### src/hw/dcache_cfg.svh
`ifndef DCACHE_CFG_SVH
`define DCACHE_CFG_SVH

// address and register width
`define DC_XLEN 32

// block offset bits, 8-byte block
`define DC_BO 3

// index bits, 8 lines
`define DC_IDX_BITS 3

// miss table depth
`define DC_N_MSHR 4

// memory transaction tag width
`define DC_TAG_W 4

`endif

### src/hw/mem_pkg.sv
`include "dcache_cfg.svh"

package mem_pkg;

    typedef enum logic [1:0] {
        bus_none  = 2'h0,
        bus_load  = 2'h1,
        bus_store = 2'h2
    } bus_command_t;

    typedef logic [`DC_TAG_W-1:0] mem_tag_t; // zero means no tag

    // one cache block seen as bytes, halves or words
    typedef union packed {
        logic [(1 << `DC_BO)-1:0][7:0]       bytes;
        logic [(1 << (`DC_BO-1))-1:0][15:0]  halves;
        logic [(1 << (`DC_BO-2))-1:0][31:0]  words;
    } block_t;

    typedef logic [`DC_XLEN-1:0] line_addr_t; // offset bits always zero

    typedef struct packed {
        logic       valid;
        logic       issued;   // accepted by memory, tag below is live
        logic       is_write; // eviction write-back, else line read
        mem_tag_t   tag;
        line_addr_t addr;
        block_t     wdata;
    } mshr_entry_t;

endpackage

### src/hw/dcache_pkg.sv
`include "dcache_cfg.svh"

package dcache_pkg;
    import mem_pkg::*;

    typedef enum logic {mem_read, mem_write} mem_op_t;

    typedef enum logic [1:0] {size_byte, size_half, size_word} mem_size_t;

    typedef logic [`DC_XLEN-1:0] xlen_t;

    typedef enum logic [1:0] {ready, wait_mshr, wait_fill} dc_state_t;

    // returning line, table to cache
    typedef struct packed {
        logic       valid;
        line_addr_t addr;
        block_t     data;
    } fill_t;

    // load field, zero-extended
    function automatic xlen_t load_field(block_t blk, mem_size_t size,
                                         logic [`DC_BO-1:0] off);
        xlen_t val;
        val = '0;
        case (size)
            size_byte: val[7:0]  = blk.bytes[off];
            size_half: val[15:0] = blk.halves[off[`DC_BO-1:1]];
            size_word: val       = blk.words[off[`DC_BO-1:2]];
            default:   val       = '0;
        endcase
        return val;
    endfunction

    // store bytes into a block
    function automatic block_t store_merge(block_t blk, mem_size_t size,
                                           logic [`DC_BO-1:0] off, xlen_t wdata);
        block_t res;
        res = blk;
        case (size)
            size_byte: res.bytes[off]               = wdata[7:0];
            size_half: res.halves[off[`DC_BO-1:1]]  = wdata[15:0];
            size_word: res.words[off[`DC_BO-1:2]]   = wdata[31:0];
            default:   res                          = blk;
        endcase
        return res;
    endfunction

endpackage

### src/hw/line_store.sv
`timescale 1ns/100ps
`include "dcache_cfg.svh"

module line_store
    import mem_pkg::*;
    import dcache_pkg::*;
(
    input  logic       clock,
    input  logic       reset,
    input  logic       req_valid,
    input  mem_op_t    req_op,
    input  mem_size_t  req_size,
    input  xlen_t      req_addr,
    input  xlen_t      req_wdata,
    input  logic       accept_hit,  // ctrl took the request as a hit
    input  fill_t      fill,
    input  mem_op_t    merge_op,    // held miss request
    input  mem_size_t  merge_size,
    input  xlen_t      merge_addr,
    input  xlen_t      merge_wdata,
    output logic       hit,
    output block_t     hit_data,
    output logic       evict_valid,
    output line_addr_t evict_addr,
    output block_t     evict_data
);
    localparam int N_LINES = 1 << `DC_IDX_BITS;
    localparam int LTAG_W  = `DC_XLEN - `DC_IDX_BITS - `DC_BO;

    logic [N_LINES-1:0] valid_q;
    logic [N_LINES-1:0] dirty_q;
    logic [LTAG_W-1:0]  tag_q  [N_LINES];
    block_t             data_q [N_LINES];

    logic [`DC_IDX_BITS-1:0] req_idx;
    logic [LTAG_W-1:0]       req_tag;
    logic [`DC_IDX_BITS-1:0] fill_idx;
    logic [LTAG_W-1:0]       fill_tag;
    logic                    store_hit;
    logic                    fill_store; // the miss being filled is a store
    block_t                  hit_merged;
    block_t                  fill_merged;

    assign req_idx  = req_addr[`DC_BO +: `DC_IDX_BITS];
    assign req_tag  = req_addr[`DC_XLEN-1 -: LTAG_W];
    assign fill_idx = fill.addr[`DC_BO +: `DC_IDX_BITS];
    assign fill_tag = fill.addr[`DC_XLEN-1 -: LTAG_W];

    // direct-mapped lookup, one way to compare
    assign hit      = req_valid && valid_q[req_idx] && (tag_q[req_idx] == req_tag);
    assign hit_data = data_q[req_idx];

    assign store_hit  = accept_hit && (req_op == mem_write);
    assign fill_store = (merge_op == mem_write);

    assign hit_merged  = store_merge(hit_data, req_size, req_addr[`DC_BO-1:0], req_wdata);
    assign fill_merged = fill_store ?
        store_merge(fill.data, merge_size, merge_addr[`DC_BO-1:0], merge_wdata) : fill.data;

    // old line leaves only if it holds unwritten data
    assign evict_valid = fill.valid && valid_q[fill_idx] && dirty_q[fill_idx];
    assign evict_addr  = {tag_q[fill_idx], fill_idx, {`DC_BO{1'b0}}};
    assign evict_data  = data_q[fill_idx];

    always_ff @(posedge clock) begin
        if (reset) begin
            valid_q <= '0;
            dirty_q <= '0;
        end else if (fill.valid) begin
            valid_q[fill_idx] <= 1'b1;
            dirty_q[fill_idx] <= fill_store; // clean unless the store lands now
        end else if (store_hit) begin
            dirty_q[req_idx] <= 1'b1;
        end
    end

    // fill and store hit never share a cycle, ctrl is in different states
    always_ff @(posedge clock) begin
        if (fill.valid) begin
            tag_q[fill_idx]  <= fill_tag;
            data_q[fill_idx] <= fill_merged;
        end else if (store_hit) begin
            data_q[req_idx] <= hit_merged;
        end
    end

endmodule

### src/hw/mshr_table.sv
`timescale 1ns/100ps
`include "dcache_cfg.svh"

module mshr_table
    import mem_pkg::*;
    import dcache_pkg::*;
(
    input  logic                        clock,
    input  logic                        reset,
    input  logic                        alloc_valid,  // read entry for a miss
    input  line_addr_t                  alloc_addr,
    input  logic                        evict_valid,  // write entry for a dirty victim
    input  line_addr_t                  evict_addr,
    input  block_t                      evict_data,
    input  mem_tag_t                    mem_response, // nonzero accepts the offer
    input  mem_tag_t                    mem_tag,
    input  block_t                      mem_rdata,
    output bus_command_t                mem_command,
    output line_addr_t                  mem_addr,
    output block_t                      mem_wdata,
    output fill_t                       fill,
    output logic [$clog2(`DC_N_MSHR):0] n_free
);
    localparam int N  = `DC_N_MSHR;
    localparam int IW = $clog2(N);

    mshr_entry_t tbl      [N];
    mshr_entry_t tbl_next [N];

    logic          wr_found;
    logic [IW-1:0] wr_idx;
    logic          rd_found;
    logic [IW-1:0] rd_idx;
    logic          iss_found;
    logic [IW-1:0] iss_idx;
    logic          free_found;
    logic [IW-1:0] free_idx;
    logic          match_found;
    logic [IW-1:0] match_idx;
    logic [IW:0]   free_cnt;

    // one pass finds free slot, issue candidates and the tag match
    always_comb begin
        wr_found    = 1'b0;
        wr_idx      = '0;
        rd_found    = 1'b0;
        rd_idx      = '0;
        free_found  = 1'b0;
        free_idx    = '0;
        match_found = 1'b0;
        match_idx   = '0;
        free_cnt    = '0;
        for (int i = 0; i < N; i++) begin
            if (!tbl[i].valid) begin
                free_cnt = free_cnt + 1'b1;
                if (!free_found) begin
                    free_found = 1'b1;
                    free_idx   = IW'(i); // lowest free slot
                end
            end else if (!tbl[i].issued) begin
                if (tbl[i].is_write && !wr_found) begin
                    wr_found = 1'b1;
                    wr_idx   = IW'(i);
                end else if (!tbl[i].is_write && !rd_found) begin
                    rd_found = 1'b1;
                    rd_idx   = IW'(i);
                end
            end else if ((mem_tag != '0) && (tbl[i].tag == mem_tag) && !match_found) begin
                match_found = 1'b1; // issued entries are always reads
                match_idx   = IW'(i);
            end
        end
    end

    // writes go first so a victim reaches memory before any later read of it
    assign iss_found = wr_found || rd_found;
    assign iss_idx   = wr_found ? wr_idx : rd_idx;

    assign mem_command = !iss_found          ? bus_none  :
                         tbl[iss_idx].is_write ? bus_store : bus_load;
    assign mem_addr    = tbl[iss_idx].addr;
    assign mem_wdata   = tbl[iss_idx].wdata;

    assign fill.valid = match_found;
    assign fill.addr  = tbl[match_idx].addr;
    assign fill.data  = mem_rdata;

    assign n_free = free_cnt;

    always_comb begin
        tbl_next = tbl;
        if (match_found) begin
            tbl_next[match_idx].valid = 1'b0; // read done
        end
        if (iss_found && (mem_response != '0)) begin
            if (tbl[iss_idx].is_write) begin
                tbl_next[iss_idx].valid = 1'b0; // store applied on accept
            end else begin
                tbl_next[iss_idx].issued = 1'b1;
                tbl_next[iss_idx].tag    = mem_response;
            end
        end
        // alloc and evict come from different ctrl states, never together
        if ((alloc_valid || evict_valid) && free_found) begin
            tbl_next[free_idx].valid    = 1'b1;
            tbl_next[free_idx].issued   = 1'b0;
            tbl_next[free_idx].is_write = evict_valid;
            tbl_next[free_idx].tag      = '0;
            tbl_next[free_idx].addr     = evict_valid ? evict_addr : alloc_addr;
            tbl_next[free_idx].wdata    = evict_data;
        end
    end

    always_ff @(posedge clock) begin
        if (reset) begin
            for (int i = 0; i < N; i++) begin
                tbl[i].valid  <= 1'b0;
                tbl[i].issued <= 1'b0;
            end
        end else begin
            tbl <= tbl_next;
        end
    end

endmodule

### src/hw/dcache_ctrl.sv
`timescale 1ns/100ps
`include "dcache_cfg.svh"

module dcache_ctrl
    import mem_pkg::*;
    import dcache_pkg::*;
(
    input  logic                        clock,
    input  logic                        reset,
    input  logic                        req_valid,
    input  mem_op_t                     req_op,
    input  mem_size_t                   req_size,
    input  xlen_t                       req_addr,
    input  xlen_t                       req_wdata,
    input  logic                        hit,
    input  block_t                      hit_data,
    input  fill_t                       fill,
    input  logic [$clog2(`DC_N_MSHR):0] n_free,
    output logic                        stall,
    output logic                        accept_hit,
    output logic                        alloc_valid,
    output line_addr_t                  alloc_addr,
    output mem_op_t                     merge_op,
    output mem_size_t                   merge_size,
    output xlen_t                       merge_addr,
    output xlen_t                       merge_wdata,
    output logic                        resp_valid,
    output xlen_t                       resp_data
);
    dc_state_t state;
    dc_state_t state_next;
    mem_op_t   hold_op;     // missed request, kept until its fill
    mem_size_t hold_size;
    xlen_t     hold_addr;
    xlen_t     hold_wdata;
    logic      miss;
    logic      room;        // one entry for the read, one for a victim
    logic      fill_done;
    xlen_t     miss_addr;
    xlen_t     resp_next;

    assign stall      = (state != ready);
    assign accept_hit = (state == ready) && req_valid && hit;
    assign miss       = (state == ready) && req_valid && !hit;
    assign room       = (n_free >= 2);
    assign fill_done  = (state == wait_fill) && fill.valid;

    assign alloc_valid = (miss || (state == wait_mshr)) && room;
    assign miss_addr   = (state == ready) ? req_addr : hold_addr;
    assign alloc_addr  = {miss_addr[`DC_XLEN-1:`DC_BO], {`DC_BO{1'b0}}};

    assign merge_op    = hold_op;
    assign merge_size  = hold_size;
    assign merge_addr  = hold_addr;
    assign merge_wdata = hold_wdata;

    always_comb begin
        state_next = state;
        case (state)
            ready:     if (miss) state_next = room ? wait_fill : wait_mshr;
            wait_mshr: if (room) state_next = wait_fill;
            wait_fill: if (fill.valid) state_next = ready;
            default:   state_next = ready;
        endcase
    end

    // stores answer zero
    always_comb begin
        resp_next = '0;
        if (accept_hit && (req_op == mem_read)) begin
            resp_next = load_field(hit_data, req_size, req_addr[`DC_BO-1:0]);
        end else if (fill_done && (hold_op == mem_read)) begin
            resp_next = load_field(fill.data, hold_size, hold_addr[`DC_BO-1:0]);
        end
    end

    always_ff @(posedge clock) begin
        if (reset) begin
            state      <= ready;
            resp_valid <= 1'b0;
        end else begin
            state      <= state_next;
            resp_valid <= accept_hit || fill_done; // one cycle after hit or fill
        end
    end

    always_ff @(posedge clock) begin
        resp_data <= resp_next;
        if (miss) begin
            hold_op    <= req_op;
            hold_size  <= req_size;
            hold_addr  <= req_addr;
            hold_wdata <= req_wdata;
        end
    end

endmodule

### src/hw/dcache_top.sv
`timescale 1ns/100ps
`include "dcache_cfg.svh"

module dcache_top
    import mem_pkg::*;
    import dcache_pkg::*;
(
    input  logic         clock,
    input  logic         reset,
    input  logic         req_valid,
    input  mem_op_t      req_op,
    input  mem_size_t    req_size,
    input  xlen_t        req_addr,
    input  xlen_t        req_wdata,
    output logic         stall,
    output logic         resp_valid,
    output xlen_t        resp_data,
    output bus_command_t mem_command,
    output line_addr_t   mem_addr,
    output block_t       mem_wdata,
    input  mem_tag_t     mem_response,
    input  mem_tag_t     mem_tag,
    input  block_t       mem_rdata
);
    logic                        hit;
    block_t                      hit_data;
    logic                        accept_hit;
    fill_t                       fill;       // table to lines and ctrl
    logic                        evict_valid;
    line_addr_t                  evict_addr;
    block_t                      evict_data;
    logic                        alloc_valid;
    line_addr_t                  alloc_addr;
    logic [$clog2(`DC_N_MSHR):0] n_free;
    mem_op_t                     merge_op;
    mem_size_t                   merge_size;
    xlen_t                       merge_addr;
    xlen_t                       merge_wdata;

    line_store line_store_i (
        .clock, .reset, .req_valid, .req_op, .req_size, .req_addr, .req_wdata,
        .accept_hit, .fill, .merge_op, .merge_size, .merge_addr, .merge_wdata,
        .hit, .hit_data, .evict_valid, .evict_addr, .evict_data
    );

    mshr_table mshr_table_i (
        .clock, .reset, .alloc_valid, .alloc_addr, .evict_valid, .evict_addr,
        .evict_data, .mem_response, .mem_tag, .mem_rdata, .mem_command,
        .mem_addr, .mem_wdata, .fill, .n_free
    );

    dcache_ctrl dcache_ctrl_i (
        .clock, .reset, .req_valid, .req_op, .req_size, .req_addr, .req_wdata,
        .hit, .hit_data, .fill, .n_free, .stall, .accept_hit, .alloc_valid,
        .alloc_addr, .merge_op, .merge_size, .merge_addr, .merge_wdata,
        .resp_valid, .resp_data
    );

endmodule

### config.mk
export PLATFORM = sky130hd
export DESIGN_NAME = dcache_top
export DESIGN_NICKNAME = d
export VERILOG_FILES = /design/src/hw/mem_pkg.sv /design/src/hw/dcache_pkg.sv /design/src/hw/line_store.sv /design/src/hw/mshr_table.sv /design/src/hw/dcache_ctrl.sv /design/src/hw/dcache_top.sv
export VERILOG_INCLUDE_DIRS = /design/src /design/src/hw
export SDC_FILE = /design/constraint.sdc
export NUM_CORES = 2
export LEC_CHECK = 0
export BUFFER_PORTS_ARGS = -buffer_cell sky130_fd_sc_hd__buf_2
export CAP_MARGIN = 30
export CORE_UTILIZATION = 40
export DETAILED_ROUTE_END_ITERATION = 10
export PLACE_DENSITY = 0.56
export SYNTH_ARGS = -nofsm -noshare
export SYNTH_HDL_FRONTEND = slang
export SYNTH_SLANG_ARGS = --single-unit
### constraint.sdc
create_clock -name clock -period 22.8 [get_ports clock]
set_clock_uncertainty 0.2 [all_clocks]
set_input_delay 4.56 -clock clock [delete_from_list [all_inputs] [get_ports clock]]
set_output_delay 4.56 -clock clock [all_outputs]
set_load 0.01 [all_outputs]
After elaboration in Yosys (flattened, before gate mapping)
Memory sizes are Yosys's and may differ from the RTL's. Cells that the tools add are included.

Memories: 2. Output and inout bits: 132. Memory bits (writable): 720. Bits in registers: 530.

Equality and inequality tests: 14. $lt $le $gt $ge: 23. Reduce and logical (&&, ||, !) cells: 64. Multiplexer cells: 195. Add/subtract/negate cells: 3. Bitwise logic cells: 7.

Memory list: line_store_i.data_q (depth 8, width 64, read ports 2, clocked after Yosys merged registers in 0, wr ports 1, line line_store.sv:33) `block_t data_q [N_LINES];`; line_store_i.tag_q (depth 8, width 26, read ports 2, clocked after Yosys merged registers in 0, wr ports 1, line line_store.sv:32) `logic [LTAG_W-1:0] tag_q [N_LINES];`.

Operators with widths (number): 412-bit bitwise mux (10); 103-bit demux with 2-bit select (10); 412-bit 2-to-1 mux (4); 103-bit binary-select mux with 2-bit select (2); 64-bit bitwise mux (6); 64-bit one-hot mux with 3 select lines (2); 32-bit 2-to-1 mux (10); 103-bit 2-to-1 mux (3); 101-bit 2-to-1 mux (3); 96-bit 2-to-1 mux (3); 102-bit 2-to-1 mux (2); 100-bit 2-to-1 mux (2); 64-bit 2-to-1 mux (3); 16-bit 2-to-1 mux (6); 2-bit 2-to-1 mux (39); 16-bit binary-select mux with 2-bit select (2); 16-bit demux with 2-bit select (2); 32-bit demux with 1-bit select (2); 64-bit OR reduction (1); 1-bit 2-to-1 mux (59); 8-bit binary-select mux with 3-bit select (2); 8-bit demux with 3-bit select (2); 8-bit 2-to-1 mux (6); 8-bit one-hot mux with 3 select lines (2); other kinds (33) (123).

Longest topological paths before layout
Word-level depth: 38. Depth in mapped cells: 16. Mapped depth without buffers: 11.

Cells and area by module
Synthesis repeated with hierarchy kept, for this count alone.

Cell total of the unflattened synthesis: 4793. Area, all modules: 62732.7 µm².

Modules (own cells, without submodules): line_store (cells an instance 2474, area an instance 36411.2 µm², sequential area each 21941.0 µm², instances 1); mshr_table (cells an instance 1838, area an instance 20528.4 µm², sequential area each 12291.8 µm², instances 1); dcache_ctrl (cells an instance 481, area an instance 5793.1 µm², sequential area each 2712.6 µm², instances 1).

Least setup slack after synthesis
Ideal clock, no wire load.

Kind: input to register. Start: input port mem_tag[0]. End: register mshr_table_i.tbl[309] (netlist bit) (enable). Setup time: 0.547 ns. Data arrival time: 11.148 ns. Stages: 13. Slack: 10.905 ns. Data required time: 22.053 ns. Cell sequence: buf_2 -> xor2_1 -> or4_4 -> a21oi_4 -> nor3_1 -> a221oi_4 -> a31oi_1 -> a32oi_1 -> a22o_4 -> o21ai_1 -> buf_4 -> buf_2 -> nor2_1.

RTL lines: start, declared (line dcache_top.sv:22) `input mem_tag_t mem_tag,`; end signal, assigned (line mshr_table.sv:121) `tbl <= tbl_next;`; end, declared (line mshr_table.sv:27) `mshr_entry_t tbl [N];`.

Final worst setup path
Start: input port req_addr[3]. End: memory line_store_i.data_q[4][29] (netlist bit) (enable).

Cells in the longest elaborated chain, start to end: 11. Elaborated cells between the ends (all ways): 14. Those cells by class: eq/ne (1); mux (7); reduce/logical (5); memory (1).

RTL lines: start, declared (line dcache_top.sv:13) `input xlen_t req_addr,`; branches (longest 11 deep; another with memory 8 x 26 bit); end, declared (line line_store.sv:33).

Several ways; the timed one is not identified. The select of a mux whose other input is x is not followed.

==> results by stage <==
Logic synthesis:
- By area the synthesized netlist is led by sky130_fd_sc_hd__edfxtp_1 56%, sky130_fd_sc_hd__nand2_1 6.3%, sky130_fd_sc_hd__a22oi_1 3.1%, sky130_fd_sc_hd__a21oi_1 2.9%, sky130_fd_sc_hd__nand3_1 2.8%.
- The leading register cell type out of synthesis is sky130_fd_sc_hd__edfxtp_1.
- The flip-flop and latch count after synthesis is 1238.
- The netlist area before placement is 63100 µm².
- The post-synthesis cell count is 5814.
- The dominant cell type by area after synthesis is sky130_fd_sc_hd__edfxtp_1.
- In this run, synthesis inferred 1179 flip-flops with an integrated enable.
- The share of the Yosys chip area taken by registers is 57.9%.
- The proportion of netlist area held by the largest area contributor is 56.1%.
- The synthesized area per cell is 10.9 µm².
- The netlist uses 89 different library cells.
- The Yosys step of the flow raised 0 warnings.
- The share of synthesized registers carrying an async set or reset is 0%.

Critical path:
- Traced cell by cell, the critical path runs through buf_4 -> buf_4 -> buf_4 -> and3b_2 -> a22o_1 -> nor3_1 -> xnor2_1 -> nor4_1 -> nand3_1 -> nor3_1 -> and4bb_4 -> buf_4 -> nand3_1 -> a21oi_4 -> buf_4.
- STA classifies the critical path endpoint as a flip-flop.
- The cell with the largest stage delay on the worst path is sky130_fd_sc_hd__and3b_2.
- Along the worst path, the maximum fanout reaches 47.
- The peak per-stage delay on the critical path is 0.89 ns.
- The worst setup path is of the in -> reg kind.
- In this design, the largest share of critical-path delay is due to simple AND/OR/NAND/NOR gates.
- Data on the critical path arrives at its endpoint at 12.19 ns.
- The number of buffers and inverters on the critical path is 5.
- The type of origin of the critical path is an input pin.
- In this design, the critical path's most frequently occurring cell is sky130_fd_sc_hd__buf_4.
- The worst endpoint required time is 22.99 ns.

Power:
- The leakage power is 24.8 nW.
- The design draws 7.58 mW.
- The power density over the cells is 106 nW/µm².
- The peak ir drop on the vdd network is 93.6 µV.

Clock tree:
- The clock root buffer master is sky130_fd_sc_hd__clkbuf_16.
- The maximum clock insertion buffer count is 3.
- The number of buffers inserted during clock tree synthesis is 140.
- The clock reaches the later pin of the worst-skew pair after 0.78 ns.
- The hold-fix buffer count after cts is 0.
- Once the clock tree was built, the resizer swapped 0 gates to a different size.
- The H-tree generated during clock tree synthesis spans 4 levels.
- TritonCTS built the clock tree.
- Clock-pin slew was measured on the worst setup and hold paths at 0.06 ns.
- In this run the post-CTS setup repair buffer count came out at 0.
- Clock tree synthesis found a total of 1238 sinks.

Die:
- The count of standard-cell rows is 145.
- The core box area is 156000 µm².
- The die width is 399 µm.
- The initial cell density of the core is 40.4%.
- 274 I/O pins were placed.
- The floorplan step defined a die boundary enclosing 159000 µm².
- In this run the vertical extent of the chip is 399 µm.

Final layout:
- The post-layout net count is 6047.
- The share of final-layout standard cells stronger than drive strength 1 is 13.8%.
- Measured on the finished design, the core utilization comes to 45.6%.
- The summed area of non-filler cells in the final layout is 71400 µm².
- The number of standard cells in the final layout excluding fillers is 8060.
- The library cells used most frequently in the layout, excluding fill and tap cells, are 1179 x sky130_fd_sc_hd__edfxtp_1, 1051 x sky130_fd_sc_hd__nand2_1, 405 x sky130_fd_sc_hd__nor2_1, 355 x sky130_fd_sc_hd__a21oi_1, 351 x sky130_fd_sc_hd__nand3_1.
- The area growth from synthesis to layout is 13.0%.
- The most common cell after layout, fill and taps aside is sky130_fd_sc_hd__edfxtp_1.

Placed design:
- Port buffering added 270 buffers.
- The placement-stage cell area is 66600 µm².
- The placed wire-length estimate after detailed placement is 167000 µm.
- The total placed cells including tap cells is 7790.
- The minimum setup slack after placement is 10.21 ns.
- The final weighted congestion in routability-driven placement is 1.01.

Timing:
- The worst hold slack across all endpoints is 0.287 ns.
- The worst slew margin relative to its limit is 8.92%.
- The final number of hold-violating endpoints is 0.
- The worst path uses 52.6% of the clock period.
- The worst path meets setup with 10.80 ns of slack.
- Timing would allow up to 83.4 MHz.
- The number of max-slew violations in the final report is 0.
- Setup repair after global routing left no endpoint under its margin.
- The slew at the pin with the worst max-slew slack is 1.37 ns.
- Setup violations remaining at the end of the flow were counted as 0.
- The minimum period implied by the final worst setup slack is 12.00 ns.
- The final total negative setup slack is 0 ns.

Drt:
- The number of vias per cell after detailed routing is 6.56.
- In the routed design, unresolved DRC markers number 0.
- The routed design has 257000 µm of wire.
- Once detail routing completed, the nets flagged for antenna violations numbered 0.
- In the final routed layout, each cell accounts on average for 31.9 µm.
- Across all layers, the routed design uses 52900 vias.
- The first detailed-routing pass took 10 iterations.
- The detailed router finished its first iteration with 8063 violations.

Run status:
- The flow ran to the end, and the final reports show no timing, DRC or antenna violations.

Global routing:
- The first global-routing pass estimated 362000 µm of wire.
- Across every metal layer, demand over resource in global routing totals 31.5%.
- The number of antenna violations at the first check in global routing is 14.
- The number of global-route vias before repair is 49100.
- The total congestion overflow after global routing is 0.
- Entering global routing, the biggest net connects 156 pins.

Job:
- The total of max-cap violations is 0.

Worst hold path:
- The path class of the tightest hold or removal check is reg -> reg.
## power by group
part,internal [mW],leakage (nW),switching (mW),total [mW]
logic,0.707,11.7,1.81,2.52
registers,2.74,10.9,0.0656,2.81
clock network,1.33,2.21,0.925,2.25
total,4.78,24.8,2.80,7.58
## per-layer routing
layer	global-route usage (%)	share of wire, %	vias up
met1	43.6	40	26000
met5	0	0.053	-
met4	15.1	5.5	12
met2	45.6	42	3756
met3	8.33	13	747
li1	-	-	22400
## worst register-to-register path: cells and delay by family, from the launching register on
family,cells,cell delay (ns)
compound gates,5,1.82
xor+xnor,1,0.17
simple gates,4,1.67
buf+inv,5,2.94
flops,1,0.41
## cell usage after synthesis, types with 6 or more instances
cell and instances:
sky130_fd_sc_hd__buf_2 107, sky130_fd_sc_hd__a222oi_1 58, sky130_fd_sc_hd__mux2i_1 133, sky130_fd_sc_hd__xor2_1 17, sky130_fd_sc_hd__o21ai_0 167, sky130_fd_sc_hd__a32o_1 120, sky130_fd_sc_hd__nand3b_1 9, sky130_fd_sc_hd__a22o_1 71
sky130_fd_sc_hd__and3_1 60, sky130_fd_sc_hd__and4_1 17, sky130_fd_sc_hd__edfxtp_1 1179, sky130_fd_sc_hd__o22ai_1 49, sky130_fd_sc_hd__clkbuf_1 307, sky130_fd_sc_hd__a221o_1 111, sky130_fd_sc_hd__nand2b_1 30, sky130_fd_sc_hd__a21oi_1 361
sky130_fd_sc_hd__a31oi_1 54, sky130_fd_sc_hd__buf_1 72, sky130_fd_sc_hd__nor3_1 24, sky130_fd_sc_hd__or3_1 13, sky130_fd_sc_hd__a32oi_1 6, sky130_fd_sc_hd__dfxtp_1 59, sky130_fd_sc_hd__o211ai_1 37, sky130_fd_sc_hd__nor2_1 419
sky130_fd_sc_hd__inv_1 33, sky130_fd_sc_hd__xnor2_1 21, sky130_fd_sc_hd__o21ai_1 10, sky130_fd_sc_hd__o32ai_1 6, sky130_fd_sc_hd__a22oi_1 261, sky130_fd_sc_hd__a21o_1 10, sky130_fd_sc_hd__and2_1 56, sky130_fd_sc_hd__ha_1 12
sky130_fd_sc_hd__nand4_1 28, sky130_fd_sc_hd__mux2_2 71, sky130_fd_sc_hd__nand2_1 1052, sky130_fd_sc_hd__nor4_1 9, sky130_fd_sc_hd__buf_4 23, sky130_fd_sc_hd__buf_6 8, sky130_fd_sc_hd__nor2b_1 73, sky130_fd_sc_hd__nand3_1 352
sky130_fd_sc_hd__or2_2 7, sky130_fd_sc_hd__a211oi_1 47, sky130_fd_sc_hd__a221oi_1 137, sky130_fd_sc_hd__mux4_2 24
## final cells by class
cell class / count / area, µm²
antenna: 2 / 5.00
clock buffer: 189 / 3950
clock inverter: 60 / 586
fill: 14300 / 85000
inverter: 37 / 139
multi-input combinational: 4024 / 24600
sequential: 1238 / 36600
tap: 2058 / 2570
timing repair buffer: 452 / 2930
## state kept, by name, indices dropped and copies added, names as in the netlist, 8 cells and up
name                       flops
line_store_i.tag_q           208
line_store_i.dirty_q           8
line_store_i.valid_q           8
dcache_ctrl_i.merge_addr      32
dcache_ctrl_i.resp_data       32
mshr_table_i.tbl             400
dcache_ctrl_i.merge_wdata     32
line_store_i.data_q          512
## final timing paths
path / startpoint / end / slack (ns) / cells past startpoint
setup / recovery: req_addr[3] / line_store_i.data_q[4][29] / 10.80 / 15
hold / removal: line_store_i.dirty_q[4] / line_store_i.dirty_q[4] / 0.29 / 2
setup reg to reg: mshr_table_i.tbl[302] / mshr_table_i.tbl[143] / 15.15 / 15
hold reg to reg: line_store_i.dirty_q[4] / line_store_i.dirty_q[4] / 0.29 / 2
## kinds of logic after synthesis
logic type	share of synthesized area, %
other cells	0.00594
fa+ha+maj	0.238
compound gates	18.0
flops	57.9
simple gates	15.2
mux	4.27
xor+xnor	0.527
buf+inv	3.74
Power figures use the tool's default switching activity.
